$ cat src/audio_pkg.sv
package audio_pkg;

    // --------------------
    // word widths
    // --------------------

    // the INMP441 delivers 24 significant bits per slot
    localparam int mic_bits = 24;

    // playback word, the upper part of the microphone word
    localparam int out_bits = 16;

    // --------------------
    // frame shape
    // --------------------

    // sck periods per microphone slot, two slots per ws frame
    localparam int mic_slot_sck  = 32;

    // bclk periods per playback slot, two slots per lrclk frame
    localparam int out_slot_bclk = 16;

    // --------------------
    // sample payload
    // --------------------

    // one playback word, passed receiver -> fifo -> serializer
    typedef struct packed
    {
        logic signed [out_bits - 1:0] pcm;  // two's complement audio
    } sample_t;

endpackage

$ cat src/mic_i2s_receiver.sv
`timescale 1ns/1ps

module mic_i2s_receiver
# (
    parameter sck_div    = 4,  // clk cycles per sck half period
              fifo_depth = 8   // credits held after reset
)
(
    input                      clk,
    input                      rst_n,

    output logic               sck,
    output                     ws,
    input                      sd,

    output logic               sample_valid,
    output audio_pkg::sample_t sample,
    input                      credit,

    output logic               overrun
);

    localparam int dw = $clog2(sck_div + 1);
    localparam int fw = $clog2(2 * audio_pkg::mic_slot_sck);  // bits of the frame counter
    localparam int sw = fw - 1;                                // bits of the slot position
    localparam int cw = $clog2(fifo_depth + 1);

    logic [dw - 1:0] div_cnt;
    logic [fw - 1:0] bit_cnt;    // counts sck falling edges
    logic [cw - 1:0] credit_cnt;

    logic [audio_pkg::mic_bits - 1:0] shift_q;

    // --------------------
    // sck and ws
    // --------------------

    wire tick     = div_cnt == dw'(sck_div - 1);
    wire sck_rise = tick & ~ sck;
    wire sck_fall = tick &   sck;

    always_ff @ (posedge clk)
    begin
        if (! rst_n)
        begin
            div_cnt <= '0;
            sck     <= 1'b0;
            bit_cnt <= '0;
        end
        else
        begin
            if (tick)
            begin
                div_cnt <= '0;
                sck     <= ~ sck;
            end
            else
            begin
                div_cnt <= div_cnt + 1'b1;
            end

            if (sck_fall)
                bit_cnt <= bit_cnt + 1'b1;  // ws flips when the slot wraps
        end
    end

    assign ws = bit_cnt [fw - 1];  // low = left slot

    // --------------------
    // left word capture
    // --------------------

    wire [sw - 1:0] slot_bit = bit_cnt [sw - 1:0];
    wire            left     = ~ bit_cnt [fw - 1];

    // slot bit 0 is the i2s delay bit, data sits in bits 1 .. mic_bits
    wire shift_en = sck_rise & left & (slot_bit != '0)
                  & (slot_bit <= sw'(audio_pkg::mic_bits));

    wire word_end = sck_rise & left & (slot_bit == sw'(audio_pkg::mic_bits));

    always_ff @ (posedge clk)
        if (shift_en)
            shift_q <= { shift_q [audio_pkg::mic_bits - 2:0], sd };  // msb first

    // keep only the upper bits of the microphone word
    assign sample.pcm = shift_q [audio_pkg::mic_bits - 1 -: audio_pkg::out_bits];

    // --------------------
    // credit flow
    // --------------------

    wire have_credit = credit_cnt != '0;
    wire take        = word_end & have_credit;

    always_ff @ (posedge clk)
    begin
        if (! rst_n)
        begin
            credit_cnt   <= cw'(fifo_depth);
            sample_valid <= 1'b0;
            overrun      <= 1'b0;
        end
        else
        begin
            sample_valid <= take;  // valid while shift_q holds the full word

            if (word_end & ~ have_credit)
                overrun <= 1'b1;  // sticky, word dropped

            case ({ take, credit })
                2'b10:   credit_cnt <= credit_cnt - 1'b1;
                2'b01:   credit_cnt <= credit_cnt + 1'b1;
                default: credit_cnt <= credit_cnt;  // none or both cancel
            endcase
        end
    end

endmodule

$ cat src/sample_fifo.sv
`timescale 1ns/1ps

module sample_fifo
# (
    parameter fifo_depth = 8
)
(
    input                      clk,
    input                      rst_n,

    input                      push,
    input  audio_pkg::sample_t din,

    input                      pop,
    output audio_pkg::sample_t head,
    output                     empty,

    output logic               credit
);

    localparam int aw = (fifo_depth > 1) ? $clog2(fifo_depth) : 1;
    localparam int cw = $clog2(fifo_depth + 1);

    audio_pkg::sample_t mem [fifo_depth];

    logic [aw - 1:0] wr_ptr;
    logic [aw - 1:0] rd_ptr;
    logic [cw - 1:0] count;  // entries held

    // pointer step with wrap, depth need not be a power of two
    function automatic logic [aw - 1:0] next_ptr(input logic [aw - 1:0] p);
        return (p == aw'(fifo_depth - 1)) ? '0 : p + 1'b1;
    endfunction

    // --------------------
    // storage
    // --------------------

    // producer only pushes with a credit in hand, so no full check here
    always_ff @ (posedge clk)
        if (push)
            mem [wr_ptr] <= din;

    assign head  = mem [rd_ptr];  // oldest entry
    assign empty = count == '0;

    // --------------------
    // pointers and count
    // --------------------

    always_ff @ (posedge clk)
    begin
        if (! rst_n)
        begin
            wr_ptr <= '0;
            rd_ptr <= '0;
            count  <= '0;
            credit <= 1'b0;
        end
        else
        begin
            if (push)
                wr_ptr <= next_ptr(wr_ptr);

            if (pop)
                rd_ptr <= next_ptr(rd_ptr);

            case ({ push, pop })
                2'b10:   count <= count + 1'b1;
                2'b01:   count <= count - 1'b1;
                default: count <= count;
            endcase

            credit <= pop;  // one slot freed, hand it back
        end
    end

endmodule

$ cat src/i2s_audio_out.sv
`timescale 1ns/1ps

module i2s_audio_out
# (
    parameter bclk_div = 9  // clk cycles per bclk half period
)
(
    input                      clk,
    input                      rst_n,

    input                      empty,
    input  audio_pkg::sample_t head,
    output logic               pop,

    output logic               bclk,
    output                     lrclk,
    output logic               sdata
);

    localparam int dw = $clog2(bclk_div + 1);
    localparam int fw = $clog2(2 * audio_pkg::out_slot_bclk);
    localparam int sw = fw - 1;
    localparam int bw = $clog2(audio_pkg::out_bits);

    logic [dw - 1:0] div_cnt;
    logic [fw - 1:0] bit_cnt;  // bclk falling edges within the frame

    logic [audio_pkg::out_bits - 1:0] word_q;

    // --------------------
    // bclk and lrclk
    // --------------------

    wire tick      = div_cnt == dw'(bclk_div - 1);
    wire bclk_fall = tick & bclk;

    wire [fw - 1:0] bit_nxt = bit_cnt + 1'b1;

    wire frame_start = bclk_fall & (bit_cnt == '1);  // lrclk about to fall

    always_ff @ (posedge clk)
    begin
        if (! rst_n)
        begin
            div_cnt <= '0;
            bclk    <= 1'b0;
            bit_cnt <= '0;
        end
        else
        begin
            if (tick)
            begin
                div_cnt <= '0;
                bclk    <= ~ bclk;
            end
            else
            begin
                div_cnt <= div_cnt + 1'b1;
            end

            if (bclk_fall)
                bit_cnt <= bit_nxt;
        end
    end

    assign lrclk = bit_cnt [fw - 1];  // low = left slot

    // --------------------
    // word fetch and shift
    // --------------------

    // position 1 gets the msb, position 0 carries the lsb of the slot
    // before it, the index below wraps to 0 there
    wire [sw - 1:0] slot_pos = bit_nxt [sw - 1:0];
    wire [bw - 1:0] bit_idx  = bw'(audio_pkg::out_bits - int'(slot_pos));

    always_ff @ (posedge clk)
    begin
        if (! rst_n)
        begin
            word_q <= '0;  // first frame after reset plays silence
            pop    <= 1'b0;
            sdata  <= 1'b0;
        end
        else
        begin
            pop <= frame_start & ~ empty;

            if (frame_start)
                word_q <= empty ? '0 : head.pcm;  // underrun -> zero

            if (bclk_fall)
                sdata <= word_q [bit_idx];  // same word in both slots
        end
    end

endmodule

$ cat src/audio_loopback_top.sv
`timescale 1ns/1ps

module audio_loopback_top
# (
    parameter sck_div    = 4,  // mic frame = 512 clk
              bclk_div   = 9,  // output frame = 576 clk
              fifo_depth = 8
)
(
    input  clk,
    input  rst_n,

    // INMP441 microphone
    output sck,
    output ws,
    input  sd,

    // i2s dac
    output bclk,
    output lrclk,
    output sdata,

    output overrun
);

    // --------------------
    // links between stages
    // --------------------

    wire                sample_valid;
    audio_pkg::sample_t sample;
    wire                credit;

    wire                pop;
    wire                empty;
    audio_pkg::sample_t head;

    //--------------------

    mic_i2s_receiver
    # (
        .sck_div      ( sck_div      ),
        .fifo_depth   ( fifo_depth   )
    )
    i_microphone
    (
        .clk          ( clk          ),
        .rst_n        ( rst_n        ),
        .sck          ( sck          ),
        .ws           ( ws           ),
        .sd           ( sd           ),
        .sample_valid ( sample_valid ),
        .sample       ( sample       ),
        .credit       ( credit       ),
        .overrun      ( overrun      )
    );

    sample_fifo
    # (
        .fifo_depth   ( fifo_depth   )
    )
    i_fifo
    (
        .clk          ( clk          ),
        .rst_n        ( rst_n        ),
        .push         ( sample_valid ),
        .din          ( sample       ),
        .pop          ( pop          ),
        .head         ( head         ),
        .empty        ( empty        ),
        .credit       ( credit       )  // back to the receiver
    );

    i2s_audio_out
    # (
        .bclk_div     ( bclk_div     )
    )
    o_audio
    (
        .clk          ( clk          ),
        .rst_n        ( rst_n        ),
        .empty        ( empty        ),
        .head         ( head         ),
        .pop          ( pop          ),
        .bclk         ( bclk         ),
        .lrclk        ( lrclk        ),
        .sdata        ( sdata        )
    );

endmodule

$ cat config.mk
export PLATFORM = sky130hd
export DESIGN_NAME = audio_loopback_top
export DESIGN_NICKNAME = d
export VERILOG_FILES = /design/src/audio_pkg.sv /design/src/mic_i2s_receiver.sv /design/src/sample_fifo.sv /design/src/i2s_audio_out.sv /design/src/audio_loopback_top.sv
export SDC_FILE = /design/constraint.sdc
export NUM_CORES = 1
export LEC_CHECK = 0
export ABC_CLOCK_PERIOD_IN_PS = 6600
export BUFFER_PORTS_ARGS = -buffer_cell sky130_fd_sc_hd__buf_2
export CAP_MARGIN = 20
export CELL_PAD_IN_SITES_DETAIL_PLACEMENT = 2
export CELL_PAD_IN_SITES_GLOBAL_PLACEMENT = 2
export CORE_MARGIN = 1
export CORE_UTILIZATION = 30
export DETAILED_ROUTE_END_ITERATION = 12
export GPL_TIMING_DRIVEN = 0
export HOLD_SLACK_MARGIN = 0.05
export PLACE_DENSITY = 0.52
export SYNTH_ARGS = -nofsm -noshare
export SYNTH_HDL_FRONTEND = slang
export SYNTH_SLANG_ARGS = --single-unit
$ cat constraint.sdc
create_clock -name clk -period 6.6 [get_ports clk]
set_clock_uncertainty 0.05 [all_clocks]
set_input_delay 0.33 -clock clk [delete_from_list [all_inputs] [get_ports clk]]
set_output_delay 0.33 -clock clk [all_outputs]
set_load 0.05 [all_outputs]
==> insert_results.sql <==
INSERT INTO impl_metrics (metric_group, metric, value, unit) VALUES
('routing', 'drcViolationCount', '0', ''),
('timing', 'period_needed', '3.00', 'ns'),
('clocking', 'cts-buffers-inserted', '26', ''),
('place', 'dp.final_hpwl', '12400', 'microns'),
('pwr', 'combinationalPowerShare', '0.009', ''),
('yosys', 'postSynthNetCount', '507', ''),
('clocking', 'cts.root.buffer_cell', 'sky130_fd_sc_hd__clkbuf_16', ''),
('routing', 'route.detailed.wl_per_inst', '20.9', 'microns'),
('routing', 'drt_pre_antenna_iters', '4', ''),
('pwr', 'clkPwrFrac', '0.481', ''),
('timing', 'relSlewSlack', '0.364', ''),
('worst_setup_path', 'crit_arrival', '3.42', 'ns'),
('grt', 'globalRouteTotalUtil', '0.139', ''),
('pwr', 'power_switching', '573', 'uW'),
('die', 'die_x', '167', 'microns'),
('worst_setup_path', 'crit_fanout', '4', ''),
('grt', 'initial_antenna_violation_count', '0', ''),
('pwr', 'p_sw_frac', '0.208', ''),
('die', 'floorplan.die_area', '0.0279', 'sq mm'),
('place', 'port_buffers', '8', ''),
('timing', 'timing.setup.tns', '0', 'ns'),
('yosys', 'synth-seq-cells', '210', ''),
('die', 'dieHeight', '167', 'microns'),
('layout', 'areaGrowthSynthToFinish', '18.4', '%'),
('timing', 'maxSlewViolCount', '0', ''),
('grt', 'grt_remaining_overflow', '0', ''),
('clocking', 'clk_latency', '0.54', 'ns'),
('worst_setup_path', 'crit_type', 'flip-flop to flip-flop', ''),
('routing', 'drt_first_iter_violations', '183', ''),
('grt', 'first_global_vias', '4833', ''),
('yosys', 'async_flop_share', '0', ''),
('yosys', 'syn_inst', '484', ''),
('clocking', 'max-clock-path-buffers', '3', ''),
('yosys', 'synth.cell_area', '0.00818', 'sq mm'),
('yosys', 'synthFlopType', 'sky130_fd_sc_hd__edfxtp_1', ''),
('die', 'floorplan.rows', '60', ''),
('clocking', 'clk_pin_slew', '0.06', 'ns'),
('die', 'core-area', '0.0269', 'sq mm'),
('clocking', 'cts_resized', '0', ''),
('die', 'initial_utilization', '0.305', ''),
('layout', 'post-route-cell-area', '0.00969', 'sq mm'),
('pwr', 'power_per_cell_area', '284', 'mW/mm^2'),
('grt', 'grt_first_pass_wirelength', '29300', 'microns'),
('yosys', 'synth-edff-count', '152', ''),
('worst_setup_path', 'worst_setup_path_end_kind', 'flip-flop', ''),
('clocking', 'cts_tree', 'done', ''),
('yosys', 'synth_top_area_share', '0.558', ''),
('routing', 'num_vias', '4282', ''),
('worst_hold_path', 'holdCritPathClass', 'flip-flop to flip-flop', ''),
('worst_setup_path', 'critical_path_required', '7.02', 'ns'),
('clocking', 'post-cts-setup-buffers', '0', ''),
('yosys', 'synth_area_leader_cell', 'sky130_fd_sc_hd__edfxtp_1', ''),
('pwr', 'power.ir.vdd_worst', '199', 'uV'),
('routing', 'finalWirelength', '18700', 'microns'),
('worst_setup_path', 'startpoint_type', 'flip-flop', ''),
('layout', 'final_layout_size_suffix_gt1_frac', '0.225', ''),
('routing', 'drtAntennaViolNets', '0', ''),
('yosys', 'ys_top_cells_by_area', 'sky130_fd_sc_hd__edfxtp_1 (56%), sky130_fd_sc_hd__dfxtp_1 (14%), sky130_fd_sc_hd__mux4_2 (9.9%)', ''),
('pwr', 'power.leakage', '0.00317', 'uW'),
('layout', 'antenna_cells', '0', ''),
('yosys', 'netlist-cell-type-count', '46', ''),
('timing', 'unrepaired_setup_endpoints_after_global_routing', 'no', ''),
('yosys', 'syn-mean-instance-area', '16.9', 'sq um'),
('place', 'placed_area', '0.00886', 'sq mm'),
('outcome', 'status', 'completed', ''),
('grt', 'grt_start_max_net_pins', '15', ''),
('job', 'drv_cap', '0', ''),
('timing', 'hold_viol', '0', ''),
('pwr', 'internal_power', '2180', 'uW'),
('timing', 'timing.fmax', '333', 'MHz'),
('routing', 'via_per_inst', '4.80', ''),
('timing', 'fin_crit_sh', '0.455', ''),
('place', 'gp_routability_congestion', '0.721', ''),
('pwr', 'pwr-share-seq', '0.510', ''),
('yosys', 'synth.yosys.warnings', '0', ''),
('layout', 'final_core_utilization', '0.361', ''),
('clocking', 'count_of_hold_fix_buffers_inserted_at_cts', '2', ''),
('clocking', 'clock-sinks', '210', ''),
('timing', 'worst_pin_slew', '0.954', 'ns'),
('yosys', 'synth-seq-area-share', '0.700', ''),
('die', 'pin_count', '9', ''),
('timing', 'final_count_of_negative_setup_slack_endpoints', '0', ''),
('layout', 'layout.nets', '556', ''),
('clocking', 'cts-htree-levels', '1', '');
==> flip-flops by register name, indices dropped and copies added (netlist names), 3 cells and up, named ones only <==
name                     flops
i_fifo.rd_ptr                3
o_audio.word_q              16
i_microphone.credit_cnt      4
i_microphone.div_cnt         3
i_fifo.wr_ptr                3
i_microphone.bit_cnt         6
o_audio.bit_cnt              5
i_fifo.count                 4
i_fifo.mem                 128
i_microphone.shift_q        24
o_audio.div_cnt              4
==> stage by stage <==
step	setup slack, ns	hold WS, ns	instances	power [uW]
2_1_floorplan	4.04	0.349	484	1450
3_3_place_gp	2.88	0.355	833	1450
3_5_place_dp	3.61	0.361	844	1460
4_1_cts	3.58	0.369	893	2800
5_1_grt	3.40	0.371	893	2860
6_report	3.60	0.364	893	2750
==> kinds of logic (layout without fill, tap and decap cells) <==
logic type | count (synthesis) | in the layout | synth area share
buffers and inverters | 35 | 103 | 0.0213
AO/OA/AOI/OAI | 42 | 42 | 0.0425
adder cells (fa/ha/maj) | 20 | 20 | 0.0324
multiplexers | 58 | 58 | 0.126
XOR/XNOR | 16 | 16 | 0.0171
AND/OR/NAND/NOR | 103 | 103 | 0.0612
flip-flops | 210 | 210 | 0.700
==> cells in the mapped netlist, types with 2 or more instances <==
master	instances
sky130_fd_sc_hd__edfxtp_1	152
sky130_fd_sc_hd__dfxtp_1	58
sky130_fd_sc_hd__nor2_1	48
sky130_fd_sc_hd__mux4_2	36
sky130_fd_sc_hd__mux2i_1	22
sky130_fd_sc_hd__ha_1	18
sky130_fd_sc_hd__a21oi_1	16
sky130_fd_sc_hd__nand2_1	14
sky130_fd_sc_hd__inv_1	13
sky130_fd_sc_hd__nand2b_1	9
sky130_fd_sc_hd__o2bb2ai_2	9
sky130_fd_sc_hd__clkbuf_1	8
sky130_fd_sc_hd__xnor2_1	8
sky130_fd_sc_hd__xor2_1	8
sky130_fd_sc_hd__nor3_1	7
sky130_fd_sc_hd__buf_2	6
sky130_fd_sc_hd__o2bb2ai_1	6
sky130_fd_sc_hd__or3_1	5
sky130_fd_sc_hd__nand4_1	4
sky130_fd_sc_hd__buf_1	3
sky130_fd_sc_hd__nor3b_1	3
sky130_fd_sc_hd__o21ai_0	3
sky130_fd_sc_hd__a21o_1	2
sky130_fd_sc_hd__fa_1	2
sky130_fd_sc_hd__inv_2	2
sky130_fd_sc_hd__o211a_1	2
==> cell usage in the layout (no fill, tap or decap), types with 4 or more instances in the layout <==
cell type / n
sky130_fd_sc_hd__edfxtp_1: 152
sky130_fd_sc_hd__dfxtp_1: 58
sky130_fd_sc_hd__nor2_1: 42
sky130_fd_sc_hd__mux4_2: 36
sky130_fd_sc_hd__clkbuf_16: 26
sky130_fd_sc_hd__mux2i_1: 22
sky130_fd_sc_hd__ha_1: 18
sky130_fd_sc_hd__a21oi_1: 16
sky130_fd_sc_hd__nand2_1: 14
sky130_fd_sc_hd__buf_2: 14
sky130_fd_sc_hd__clkbuf_1: 14
sky130_fd_sc_hd__inv_1: 13
sky130_fd_sc_hd__nand2b_1: 9
sky130_fd_sc_hd__o2bb2ai_2: 9
sky130_fd_sc_hd__xnor2_1: 8
sky130_fd_sc_hd__xor2_1: 8
sky130_fd_sc_hd__nor2_2: 6
sky130_fd_sc_hd__o2bb2ai_1: 6
sky130_fd_sc_hd__clkinv_2: 6
sky130_fd_sc_hd__buf_8: 5
sky130_fd_sc_hd__nor3_1: 5
sky130_fd_sc_hd__or3_1: 5
sky130_fd_sc_hd__buf_6: 5
sky130_fd_sc_hd__nand4_1: 4
sky130_fd_sc_hd__clkinv_1: 4
==> routing by layer <==
metal	GRT usage	vias up	wire length [microns]
met4	0.0335	0	371
li1	-	1945	-
met3	0.0225	27	504
met1	0.185	2265	8590
met5	0	-	0
met2	0.238	45	9190
==> layout make-up <==
class	instances	area (sq um)
flip-flops and latches	210	5730
clock inverters	15	133
repair buffers	21	248
inverters	15	56.3
clock buffers	32	673
multi-input cells	239	2310
fillers	2662	17200
plain buffers	20	118
well taps	341	427
==> power by group through the flow <==
| stage | Sequential (uW) | Combinational, uW | Clock (uW) |
|---|---|---|---|
| floorplan | 1430 | 13.8 | 0 |
| global placement | 1430 | 22.4 | 0 |
| detailed placement | 1430 | 24.0 | 0 |
| CTS | 1400 | 25.0 | 1370 |
| global route | 1400 | 27.6 | 1420 |
| finish | 1400 | 24.1 | 1320 |
==> worst paths after layout <==
kind	startpoint	endpoint	slack [ns]	cells past startpoint
worst max-delay path	i_microphone.div_cnt[0]	i_microphone.credit_cnt[3]	3.60	13
worst min-delay path	i_microphone.shift_q[0]	i_microphone.shift_q[1]	0.36	0
worst max register to register	i_microphone.div_cnt[0]	i_microphone.credit_cnt[3]	3.60	13
worst min register to register	i_microphone.shift_q[0]	i_microphone.shift_q[1]	0.36	0
==> critical path, cell delays in order, from the launching register on <==
cell,delay [ns]
sky130_fd_sc_hd__dfxtp_1,0.33
sky130_fd_sc_hd__ha_1,0.16
sky130_fd_sc_hd__ha_1,0.21
sky130_fd_sc_hd__nor3b_1,0.39
sky130_fd_sc_hd__nand4_1,0.20
sky130_fd_sc_hd__nand2b_1,0.21
sky130_fd_sc_hd__ha_1,0.21
sky130_fd_sc_hd__inv_1,0.12
sky130_fd_sc_hd__ha_1,0.24
sky130_fd_sc_hd__a21o_1,0.18
sky130_fd_sc_hd__a21oi_1,0.17
sky130_fd_sc_hd__xnor2_1,0.09
sky130_fd_sc_hd__or3_1,0.30
sky130_fd_sc_hd__nand3_1,0.08
Power figures use the tool's default switching activity.
